`src/common/isa_pkg.sv`:
```
`default_nettype none

package isa_pkg;

	typedef logic [63:0] word_t;
	typedef logic [31:0] inst_t;
	typedef logic [4:0] reg_addr_t;

	// major opcodes of the supported subset.
	typedef enum logic [6:0] {
		op_imm = 7'b0010011,
		op_reg = 7'b0110011,
		op_lui = 7'b0110111
	} opcode_e;

	typedef enum logic [3:0] {
		alu_add,
		alu_sub,
		alu_and,
		alu_or,
		alu_xor,
		alu_slt,
		alu_sltu,
		alu_sll,
		alu_srl,
		alu_sra,
		alu_pass_b // lui result.
	} alu_op_e;

	// funct3 codes, same for op and op-imm.
	localparam logic [2:0] f3_add = 3'b000;
	localparam logic [2:0] f3_sll = 3'b001;
	localparam logic [2:0] f3_slt = 3'b010;
	localparam logic [2:0] f3_sltu = 3'b011;
	localparam logic [2:0] f3_xor = 3'b100;
	localparam logic [2:0] f3_srl = 3'b101;
	localparam logic [2:0] f3_or = 3'b110;
	localparam logic [2:0] f3_and = 3'b111;

	// rv64 shifts take six bits of the amount.
	localparam int shamt_bits = 6;

	localparam word_t reset_pc = 64'h8000_0000;

endpackage

`default_nettype wire

```
`src/common/pipe_pkg.sv`:
```
`default_nettype none

package pipe_pkg;

	typedef struct packed {
		logic valid;
		isa_pkg::word_t addr;
	} ibus_req_t;

	typedef struct packed {
		logic addr_ok;
		logic data_ok;
		isa_pkg::inst_t data;
	} ibus_resp_t;

	typedef struct packed {
		logic valid;
		isa_pkg::inst_t inst;
		isa_pkg::word_t pc;
	} if_id_t;

	typedef struct packed {
		logic valid;
		isa_pkg::alu_op_e alu_op;
		isa_pkg::reg_addr_t rs1;
		isa_pkg::reg_addr_t rs2;
		isa_pkg::word_t rs1_val;
		isa_pkg::word_t rs2_val;
		isa_pkg::word_t imm;
		logic use_imm; // operand b from imm.
		isa_pkg::reg_addr_t rd;
	} id_ex_t;

	typedef struct packed {
		logic valid;
		isa_pkg::reg_addr_t rd;
		isa_pkg::word_t result;
	} ex_wb_t;

endpackage

`default_nettype wire

```
`src/hdl/fetch.sv`:
```
`timescale 1ns/1ps
`default_nettype none

module fetch #(
	parameter isa_pkg::word_t start_pc = isa_pkg::reset_pc
) (
	input  logic                 clk,
	input  logic                 rst,
	output pipe_pkg::ibus_req_t  ireq,
	input  pipe_pkg::ibus_resp_t iresp,
	output isa_pkg::word_t       pc,
	output pipe_pkg::if_id_t     if_id,
	output logic                 awaiting
);

	logic req_on;
	logic fetched;

	// instruction returned this cycle.
	assign fetched = req_on && iresp.data_ok;

	always_ff @(posedge clk or posedge rst) begin
		if (rst) begin
			req_on <= 1'b0;
			pc <= start_pc;
		end else begin
			req_on <= 1'b1; // first request one cycle after reset.
			if (fetched) begin
				pc <= pc + 64'd4;
			end
		end
	end

	// request stays up, next address follows data_ok directly.
	assign ireq = '{valid: req_on, addr: pc};

	assign awaiting = req_on && !iresp.data_ok;

	assign if_id = '{
		valid: fetched,
		inst: iresp.data,
		pc: pc
	};

	addr_held: assert property (
		@(posedge clk) disable iff (rst)
		ireq.valid && !iresp.data_ok |=> ireq.valid && $stable(ireq.addr)
	) else $error("fetch address changed while a request was pending");

endmodule

`default_nettype wire

```
`config.mk`:
```
export PLATFORM = sky130hd
export DESIGN_NAME = fetch
export DESIGN_NICKNAME = d
export VERILOG_FILES = /design/src/common/isa_pkg.sv /design/src/common/pipe_pkg.sv /design/src/hdl/fetch.sv
export SDC_FILE = /design/constraint.sdc
export NUM_CORES = 1
export LEC_CHECK = 0
export ABC_CLOCK_PERIOD_IN_PS = 2400
export BUFFER_PORTS_ARGS = -buffer_cell sky130_fd_sc_hd__buf_4
export CAP_MARGIN = 20
export CELL_PAD_IN_SITES_DETAIL_PLACEMENT = 1
export CELL_PAD_IN_SITES_GLOBAL_PLACEMENT = 1
export CORE_ASPECT_RATIO = 1.4
export CORE_MARGIN = 2
export CORE_UTILIZATION = 31
export CTS_CLUSTER_DIAMETER = 120
export DETAILED_ROUTE_END_ITERATION = 7
export GPL_ROUTABILITY_DRIVEN = 0
export PLACE_DENSITY_LB_ADDON = 0.1
export RECOVER_POWER = 50
export SETUP_SLACK_MARGIN = 0.3
export SYNTH_ARGS = -nofsm -noshare
export SYNTH_HDL_FRONTEND = slang
export SYNTH_SLANG_ARGS = --single-unit
```
`constraint.sdc`:
```
create_clock -name clk -period 2.4 [get_ports clk]
set_input_delay 0 -clock clk [delete_from_list [all_inputs] [get_ports clk]]
set_output_delay 0 -clock clk [all_outputs]
set_load 0.02 [all_outputs]
```
==> impl_metrics.json, run 1 <==
{
  "cp_cell_sequence": "ha_1, nand3_1, nor2_4, nand4_4, or3_4, xnor2_2",
  "synth-seq-area-share": 0.3598,
  "cts-root-buf": "clkbuf_16",
  "post_cts_buffers": 0,
  "final-seq-area_sq_um": 1578,
  "grt_pass1_wl_um": 15860,
  "cp_max_fo": 7,
  "cts_tree": "yes",
  "grt_use_total": 0.1347,
  "peakVddDrop_uv": 438.3,
  "hold_class": "primary input to output pin",
  "p_switching_mw": 0.8433,
  "cap_violations": 0,
  "antenna_cells": 0,
  "start_util": 0.3167,
  "cts_buffers": 9,
  "grt_max_degree": 64,
  "finalWirelength_um": 10380,
  "clockPowerShare": 0.441,
  "drtAntennaViolNets": 0,
  "fp.dieH_um": 144.7,
  "r2r_cells": 6,
  "fp.dieArea_sq_um": 15130,
  "htree_levels": 3,
  "fin_crit_ns": 1.964,
  "drive_above_1_share": 0.3527,
  "final_min_period_over_clock_period": 0.8183,
  "rsz0062_at_grt": "false",
  "drc_errors": 0,
  "antenna_found_initial": 0,
  "fin_ws_ns": 0.4360,
  "grt_pass1_vias": 2832,
  "netlist_area_sq_um": 4385,
  "r2r_setup_slack_ns": 0.44,
  "r2r-end": "pc[54]$_DFFE_PP0P_",
  "min_path_cells": 0,
  "p_seq_frac": 0.399,
  "total_power_mw": 3.033,
  "internal_power_mw": 2.190,
  "syn_area_per_cell_sq_um": 9.899,
  "hold_end": "if_id[88]",
  "ys_seq_elements": 63,
  "vias": 2994,
  "wl_per_cell_um": 15.17,
  "drtIter0Drc": 71,
  "combPwrFrac": 0.160,
  "swShare": 0.2780,
  "drt_pre_antenna_iters": 4,
  "crit_path_start_kind": "register",
  "timing.hold.ws_ns": 0.000007417,
  "core_sq_um": 13850,
  "area.growth.synth_to_final_pct": 12.52,
  "die_w_um": 104.5,
  "yosys_warnings": 0,
  "mostFrequentLayoutCells": "buf_4 (125), clkbuf_1 (76), dfrtp_1 (62)",
  "hold_start": "iresp[24]",
  "power.density_nw_per_um2": 614.7,
  "run_status": "completed",
  "path_clk_slew_ns": 0.05,
  "cpPeakStageDelay_ns": 0.47,
  "clock_latency_ns": 0.33,
  "regToRegStartpoint": "pc[2]$_DFFE_PP0P_",
  "power.leakage_nw": 2.512,
  "cp_slowest_cell": "dfrtp_1",
  "dp_hpwl_um": 7857,
  "required_ns": 2.60,
  "max_freq_mhz": 509.2,
  "ios": 263,
  "setup_tns_ns": 0,
  "multiInputGateArea_sq_um": 1520,
  "synth_cell_types": 39,
  "crit_path_end_kind": "register",
  "cts.sinks": 63,
  "overflow": 0,
  "cts_buffer_depth": 2,
  "place_ws_ns": 0.3738,
  "setup_viol": 0,
  "placementRows": 51,
  "arrival_ns": 2.16,
  "layout.nets": 531,
  "crit_type": "register to register",
  "syn_inst": 443,
  "slew_violations": 0,
  "fillers": 1665,
  "skew_ns": 0.006024,
  "layout_commonest_cell": "buf_4",
  "hold_viol_final": 0,
  "vias_per_cell": 4.377,
  "io_buffers": 191
}
[critical path, delay by kind of cell, from the launching register on]
| kind | cells | cell delay [ns] |
|---|---|---|
| adder cells (fa/ha/maj) | 1 | 0.19 |
| AND/OR/NAND/NOR | 4 | 1.04 |
| XOR/XNOR | 1 | 0.13 |
| flip-flops | 1 | 0.47 |
[cell families (layout without fill, tap and decap cells)]
| kind of cell | count (synthesis) | in the layout | share of synthesized area |
|---|---|---|---|
| xor+xnor | 61 | 61 | 0.1235 |
| other cells | 2 | 7 | 0.001712 |
| simple gates | 137 | 137 | 0.2094 |
| fa+ha+maj | 1 | 1 | 0.002853 |
| mux | 1 | 1 | 0.002568 |
| flops | 63 | 63 | 0.3598 |
| buf+inv | 178 | 229 | 0.3001 |
[per-layer routing]
metal / wire, um / global-route usage / up-vias
li1: - / - / 1375
met1: 4082 / 0.1609 / 1481
met2: 5489 / 0.2291 / 121
met3: 653 / 0.03762 / 17
met4: 153 / 0.05548 / 0
met5: 0 / 0 / -
[cell usage after synthesis (all sizes together)]
cell | number | area, sq um
clkdlybuf4s15 | 1 | 11.26
dfrtp | 62 | 1551
conb | 2 | 7.510
dfstp | 1 | 26.28
nor3 | 20 | 135.1
mux2 | 1 | 11.26
xor2 | 35 | 306.5
or4 | 1 | 7.510
and4 | 2 | 18.77
buf | 167 | 1267
nor4 | 8 | 120.1
or3 | 1 | 11.26
nand4 | 18 | 200.2
nor2 | 23 | 91.34
ha | 1 | 12.51
nor2b | 2 | 12.51
xnor2 | 26 | 235.2
and3 | 10 | 68.82
nand3 | 21 | 117.6
and2 | 2 | 13.77
nor3b | 2 | 20.02
nand2 | 27 | 101.4
inv | 10 | 37.54
[registers in the layout (all words and copies together) (netlist names)]
name / flops
req_on: 1
pc: 62
[power by group through the flow]
stage,Combinational [mW],Sequential (mW),Clock (mW)
final,0.485,1.21,1.34
after global routing,0.513,1.23,1.44
after CTS,0.515,1.22,1.39
after detailed placement,0.513,1.23,0
after global placement,0.512,1.23,0
after floorplan,0.428,1.27,0
[final cells by class]
cell class,count,share of cell area
clock inverter,3,0.008114
multi-input combinational,207,0.3081
timing repair buffer,203,0.2548
tap,185,0.04691
sequential,63,0.3197
inverter,10,0.007606
clock buffer,13,0.05477
[worst max path at each step]
stage | start | to | slack (ns) | cells after the start
finish | pc[2]$_DFFE_PP0P_ | pc[54]$_DFFE_PP0P_ | 0.44 | 6
global route | pc[2]$_DFFE_PP0P_ | pc[54]$_DFFE_PP0P_ | 0.28 | 6
CTS | pc[2]$_DFFE_PP0P_ | pc[54]$_DFFE_PP0P_ | 0.35 | 6
detailed placement | pc[2]$_DFFE_PP0P_ | pc[54]$_DFFE_PP0P_ | 0.37 | 6
global placement | pc[2]$_DFFE_PP0P_ | pc[44]$_DFFE_PP0P_ | 0.38 | 6
floorplan | pc[2]$_DFFE_PP0P_ | pc[54]$_DFFE_PP0P_ | 0.40 | 6
[through the flow]
| step | utilization | instances | area (sq um) |
|---|---|---|---|
| 2_1_floorplan | - | 448 | 4404 |
| 3_3_place_gp | 0.3529 | 667 | 4886 |
| 3_5_place_dp | 0.3529 | 667 | 4886 |
| 4_1_cts | 0.3760 | 684 | 5206 |
| 5_1_grt | 0.3564 | 684 | 4935 |
| 6_report | 0.3564 | 684 | 4935 |
[timing repair]
action	in CTS	in global routing
hold buffers	1	0
setup endpoints to repair	0	6
resized for setup	0	4
endpoints found under the hold margin	62	0
Note: power is estimated with default switching activity, not from simulation.
==> run 2, diff against run 1 <==
- ABC_AREA: not set -> 1
- ABC_CLOCK_PERIOD_IN_PS: 2400 -> 2100
- clock period: 2.4 -> 2.1 ns (I/O delays scaled with it)
==> run 2 against run 1 <==
Non-clock buffer count is 1 lower. Sequential power is 12% higher. Setup slack worse by 0.092 ns. Combinational power grew 32%. Count of clock-buffer cells in the layout down 3. Critical path depth up 4. Routed wire length grew 50%. Register-to-register slack lost 0.09 ns. Critical endpoint is now pc[59]$_DFFE_PP0P_.
==> impl_metrics.json, run 2 <==
{
  "setup_viol": 0,
  "fin_ws_ns": 0.3442,
  "grt_pass1_wl_um": 23450,
  "run_status": "completed",
  "rsz0062_at_grt": "true",
  "netlist_area_sq_um": 5009,
  "grt_use_total": 0.1769,
  "synth-seq-area-share": 0.3150,
  "crit_path_start_kind": "register",
  "skew_ns": 0.008209,
  "final_util": 0.3534,
  "largest_reg_flops": 62,
  "muxShareOfSynthArea": 0,
  "setup_tns_ns": 0,
  "final_min_period_over_clock_period": 0.8361,
  "place_ws_ns": 0.2730,
  "slew_violations": 0,
  "start_util": 0.3137,
  "cts_buffers": 9,
  "netlist.top_cell.by_area": "dfrtp_1",
  "drtIter0Drc": 96,
  "cp_max_fo": 5,
  "syn_inst": 675,
  "required_ns": 2.32,
  "synth-edff-count": 0,
  "antenna_found_initial": 0,
  "synth_adder_area_share": 0.002498,
  "overflow": 0,
  "cap_violations": 0,
  "antenna_cells": 0,
  "die_w_um": 111.4,
  "power.density_nw_per_um2": 623.9,
  "cts_buffer_depth": 2,
  "grt_pass1_vias": 4222,
  "vias": 4218,
  "yosysMostFrequentCell": "buf_4",
  "reg_top3": "pc (62), req_on (1)",
  "timing.hold.ws_ns": 0.000007769,
  "instances_no_fill": 932,
  "placementRows": 55,
  "drt_pre_antenna_iters": 4,
  "max_freq_mhz": 569.5,
  "ios": 263,
  "crit_type": "register to register",
  "syn_area_per_cell_sq_um": 7.420,
  "worst_slew_pin_slew_ns": 1.203,
  "synthSimpleGateAreaFrac": 0.3185,
  "htree_levels": 3,
  "hold_viol_final": 0,
  "drc_errors": 0,
  "min_path_cells": 0,
  "wl_per_cell_um": 16.67,
  "vias_per_cell": 4.526,
  "path_clk_slew_ns": 0.05,
  "synth_xor_xnor_area_share": 0.06295,
  "ys.flop_type": "dfrtp_1",
  "fillers": 2067,
  "synth_cell_types": 29,
  "drive_above_1_share": 0.2647,
  "grt_max_degree": 37,
  "layout_commonest_cell": "nand2_1",
  "regMostFlops": "pc",
  "cts-root-buf": "clkbuf_16",
  "async_reset_ff_frac": 1.000,
  "ys_seq_elements": 63,
  "mostFrequentLayoutCells": "nand2_1 (159), buf_4 (120), nor2_1 (82)",
  "area.growth.synth_to_final_pct": 12.67,
  "slew_headroom": 0.1974,
  "yosys_warnings": 0,
  "hold_class": "primary input to output pin",
  "synth_area_leaders": "dfrtp_1 (31%), buf_4 (25%), nand2_1 (12%)",
  "fp.dieArea_sq_um": 17200,
  "io_buffers": 191,
  "synth_compound_area_frac": 0.009493,
  "clock_latency_ns": 0.34,
  "finalWirelength_um": 15540,
  "synth_top_area_share": 0.3098,
  "r2r_cells": 10,
  "cts_tree": "yes",
  "fin_crit_ns": 1.756,
  "dp_hpwl_um": 12820,
  "crit_path_end_kind": "register",
  "yosys-top-cells-count": "buf_4 (164), nand2_1 (159), nor2_1 (91)",
  "core_sq_um": 15970,
  "arrival_ns": 1.98,
  "layout.nets": 765,
  "synth_top_family_by_area": "simple AND/OR/NAND/NOR gates",
  "dp_cells": 912,
  "power.leakage_nw": 2.676,
  "cts.sinks": 63,
  "fp.dieH_um": 154.4,
  "peakVddDrop_uv": 282.8,
  "drtAntennaViolNets": 0
}
[run 2: cell count changes after synthesis, moves of 8 or more]
cell,before,now
nand2_1,27,159
nor2_4,0,8
and3_1,8,0
nor2_2,2,11
xor2_1,35,23
xnor2_1,25,13
inv_1,10,53
nand2_2,0,10
nand3b_1,0,11
nor2_1,21,91
[run 2: per-layer routing]
metal  GRT usage  vias to the layer above  share of wire
met3     0.03762                       28          0.054
li1            -                     2000              -
met2      0.3296                      149           0.53
met1      0.1984                     2041           0.39
met4     0.06114                        0          0.022
met5           0                        -              0
[run 2: final cells by class]
cell class              instances  area, sq um  share of cell area
clock buffers                  10        239.0             0.04235
multi-input cells             396         2072              0.3672
well taps                     199        249.0             0.04412
clock inverters                 6        60.06             0.01064
inverters                      56        210.2             0.03725
flip-flops and latches         63         1578              0.2796
repair buffers                202         1235              0.2188
[run 2: through the flow]
stage / power, mW / instance area [sq um]
after floorplan: 2.002 / 5027
after global placement: 2.065 / 5533
after detailed placement: 2.075 / 5533
after CTS: 3.633 / 5849
after global routing: 3.665 / 5643
final: 3.521 / 5643
[run 2: final timing paths]
check | startpoint | end | slack, ns
setup / recovery | req_on$_DFF_PP0_ | pc[59]$_DFFE_PP0P_ | 0.34
hold / removal | iresp[20] | if_id[84] | 0.000008
setup reg to reg | req_on$_DFF_PP0_ | pc[59]$_DFFE_PP0P_ | 0.34
hold reg to reg | pc[63]$_DFFE_PP0P_ | pc[63]$_DFFE_PP0P_ | 0.55
max in group asynchronous | rst | pc[37]$_DFFE_PP0P_ | 0.76
min in group asynchronous | rst | pc[46]$_DFFE_PP0P_ | 0.55
[run 2: what timing repair did]
item,CTS,global route
hold buffers,1,0
endpoints found under the hold margin,26,0
resized for setup,3,50
setup buffers,0,3
setup endpoints to repair,1,20
[run 2: logic make-up after synthesis]
| group | after synthesis |
|---|---|
| other | 2 |
| AO/OA/AOI/OAI | 8 |
| buffers and inverters | 221 |
| XOR/XNOR | 36 |
| AND/OR/NAND/NOR | 344 |
| flip-flops | 63 |
| adder cells (fa/ha/maj) | 1 |
[run 2: worst max-delay path, cell delays in order, from the launching register on]
cell,delay [ns]
dfrtp_1,0.36
nand2_1,0.20
buf_4,0.23
nor2_1,0.13
nand3_2,0.15
inv_1,0.13
nand2_2,0.10
nor2_4,0.14
nand2_1,0.07
nand2_1,0.07
nand2_1,0.06
[run 2: power by group]
part | switching [mW] | internal (mW) | total (mW)
Clock | 0.580 | 0.944 | 1.52
Sequential | 0.0891 | 1.27 | 1.36
Combinational | 0.425 | 0.214 | 0.639
Total | 1.09 | 2.43 | 3.52
==> run 3, diff against run 2 <==
- ABC_AREA: 1 -> 0
- ABC_CLOCK_PERIOD_IN_PS: 2100 -> 1700
- clock period: 2.1 -> 1.7 ns (I/O delays scaled with it)
==> run 3 against run 2 <==
Design area up 13%. Total power up 30%. Core utilization up 11 points.
==> impl_metrics.json, run 3 (synthesis results as in run 1) <==
{
  "run_status": "completed",
  "place_area_sq_um": 5610,
  "peakVddDrop_uv": 668.9,
  "drtIter0Drc": 36,
  "drtAntennaViolNets": 0,
  "overflow": 0,
  "p_seq_frac": 0.361,
  "fillers": 1581,
  "combPwrFrac": 0.207,
  "grt_max_degree": 64,
  "clock_latency_ns": 0.33,
  "timing.hold.ws_ns": 0.000007417,
  "cap_violations": 0,
  "slew_headroom": 0.4003,
  "final-seq-area_sq_um": 1627,
  "area.growth.synth_to_final_pct": 45.36,
  "cts_buffer_depth": 2,
  "drt_pre_antenna_iters": 4,
  "antenna_cells": 0,
  "final_min_period_over_clock_period": 0.9823,
  "grt_pass1_wl_um": 18610,
  "reg_top3": "pc (62), req_on (1)",
  "clockPowerShare": 0.432,
  "fp.dieH_um": 144.7,
  "grt_pass1_vias": 3548,
  "p_switching_mw": 1.250,
  "multiInputGateArea_sq_um": 2026,
  "layout_commonest_cell": "buf_4",
  "required_ns": 1.94,
  "crit_path_end_kind": "register",
  "rsz0062_at_grt": "true",
  "die_w_um": 104.5,
  "grt_use_total": 0.1548,
  "ios": 263,
  "hold_viol_final": 0,
  "hold_class": "primary input to output pin",
  "hold_start": "iresp[18]",
  "crit_start": "pc[31]$_DFFE_PP1P_",
  "wl_per_cell_um": 15.63,
  "cts-root-buf": "clkbuf_16",
  "cts_tree": "yes",
  "cp_max_fo": 6,
  "layout.nets": 623,
  "finalWirelength_um": 12130,
  "path_clk_slew_ns": 0.05,
  "mostFrequentLayoutCells": "buf_4 (208), clkbuf_1 (64), dfrtp_2 (39)",
  "arrival_ns": 1.91,
  "fin_ws_ns": 0.03011,
  "largest_reg_flops": 62,
  "drive_above_1_share": 0.6531,
  "internal_power_mw": 3.335,
  "fp.dieArea_sq_um": 15130,
  "instances_no_fill": 776,
  "setup_tns_ns": 0,
  "slew_violations": 0,
  "io_buffers": 191,
  "power.leakage_nw": 3.345,
  "final_cell_area_sq_um": 6375,
  "fin_crit_ns": 1.670,
  "cts.sinks": 63,
  "crit_path_start_kind": "register",
  "htree_levels": 3,
  "final_util": 0.4604,
  "placementRows": 51,
  "cts_buffers": 9,
  "vias_per_cell": 4.340,
  "worst_slew_pin_slew_ns": 0.8995,
  "swShare": 0.2726,
  "start_util": 0.3167,
  "max_freq_mhz": 598.8,
  "vias": 3368,
  "core_sq_um": 13850,
  "dp_cells": 729,
  "antenna_found_initial": 0,
  "drc_errors": 0,
  "skew_ns": 0.006628,
  "place_ws_ns": -0.009500,
  "power.density_nw_per_um2": 719.2,
  "crit_type": "register to register",
  "setup_viol": 0,
  "dp_hpwl_um": 8933,
  "regToRegStartpoint": "pc[31]$_DFFE_PP1P_",
  "regMostFlops": "pc",
  "total_power_mw": 4.585
}
[run 3: cell types whose count changed in the layout (fill, tap and decap cells not counted), moves of 10 or more]
| cell | delta |
|---|---|
| nand2_1 | -140 |
| buf_4 | +88 |
| nor2_1 | -78 |
| inv_1 | -45 |
| dfrtp_1 | -39 |
| dfrtp_2 | +39 |
| clkbuf_1 | -15 |
| buf_6 | +13 |
| nand3_1 | -13 |
| xor2_1 | +12 |
| nand3b_1 | -11 |
| xnor2_2 | +10 |
[run 3: timing repair]
| item | in CTS | in global routing |
|---|---|---|
| endpoints found under the hold margin | 62 | 0 |
| gates resized for setup | 46 | 39 |
| endpoints found under the setup margin | 52 | 54 |
| buffers inserted | 18 | 12 |
| pin swaps | 48 | 30 |
| hold buffers | 1 | 0 |
[run 3: path summary, 6_finish.rpt]
path / slack (ns) / cells after the start / endpoint
setup reg to reg: 0.03 / 6 / pc[58]$_DFFE_PP0P_
hold / removal: 0.000007 / 0 / if_id[82]
min in group asynchronous: 0.54 / 4 / pc[61]$_DFFE_PP0P_
setup / recovery: 0.03 / 6 / pc[58]$_DFFE_PP0P_
max in group asynchronous: 0.51 / 4 / pc[53]$_DFFE_PP0P_
hold reg to reg: 0.51 / 1 / pc[55]$_DFFE_PP0P_
[run 3: power by group through the flow]
stage          sequential [mW]  clock (mW)  combinational, mW
2_1_floorplan             1.81           0              0.632
3_3_place_gp              1.67           0              0.934
3_5_place_dp              1.68           0              0.962
4_1_cts                   1.66        2.03              0.973
5_1_grt                   1.67        2.11               1.02
6_report                  1.65        1.98              0.948
[run 3: layout make-up]
type / instances / share of cell area
Tap cell: 185 / 0.03631
Multi-Input combinational cell: 207 / 0.3178
Clock buffer: 14 / 0.04612
Clock inverter: 2 / 0.005496
Inverter: 10 / 0.006477
Sequential cell: 63 / 0.2552
Timing Repair Buffer: 295 / 0.3327
[run 3: routing by layer]
layer / global-route usage / wire (um) / vias up
met5: 0 / 0 / -
met4: 0.04623 / 127 / 0
met3: 0.03359 / 620 / 7
met2: 0.2976 / 6923 / 122
met1: 0.1699 / 4454 / 1674
li1: - / - / 1565
[run 3: worst max-delay path: stages, from the launching register on]
cell and delay [ns]:
dfstp_2 0.53, inv_2 0.08, nor3b_4 0.22, nand3_2 0.13, buf_12 0.17, nor4_4 0.26, xor2_1 0.20
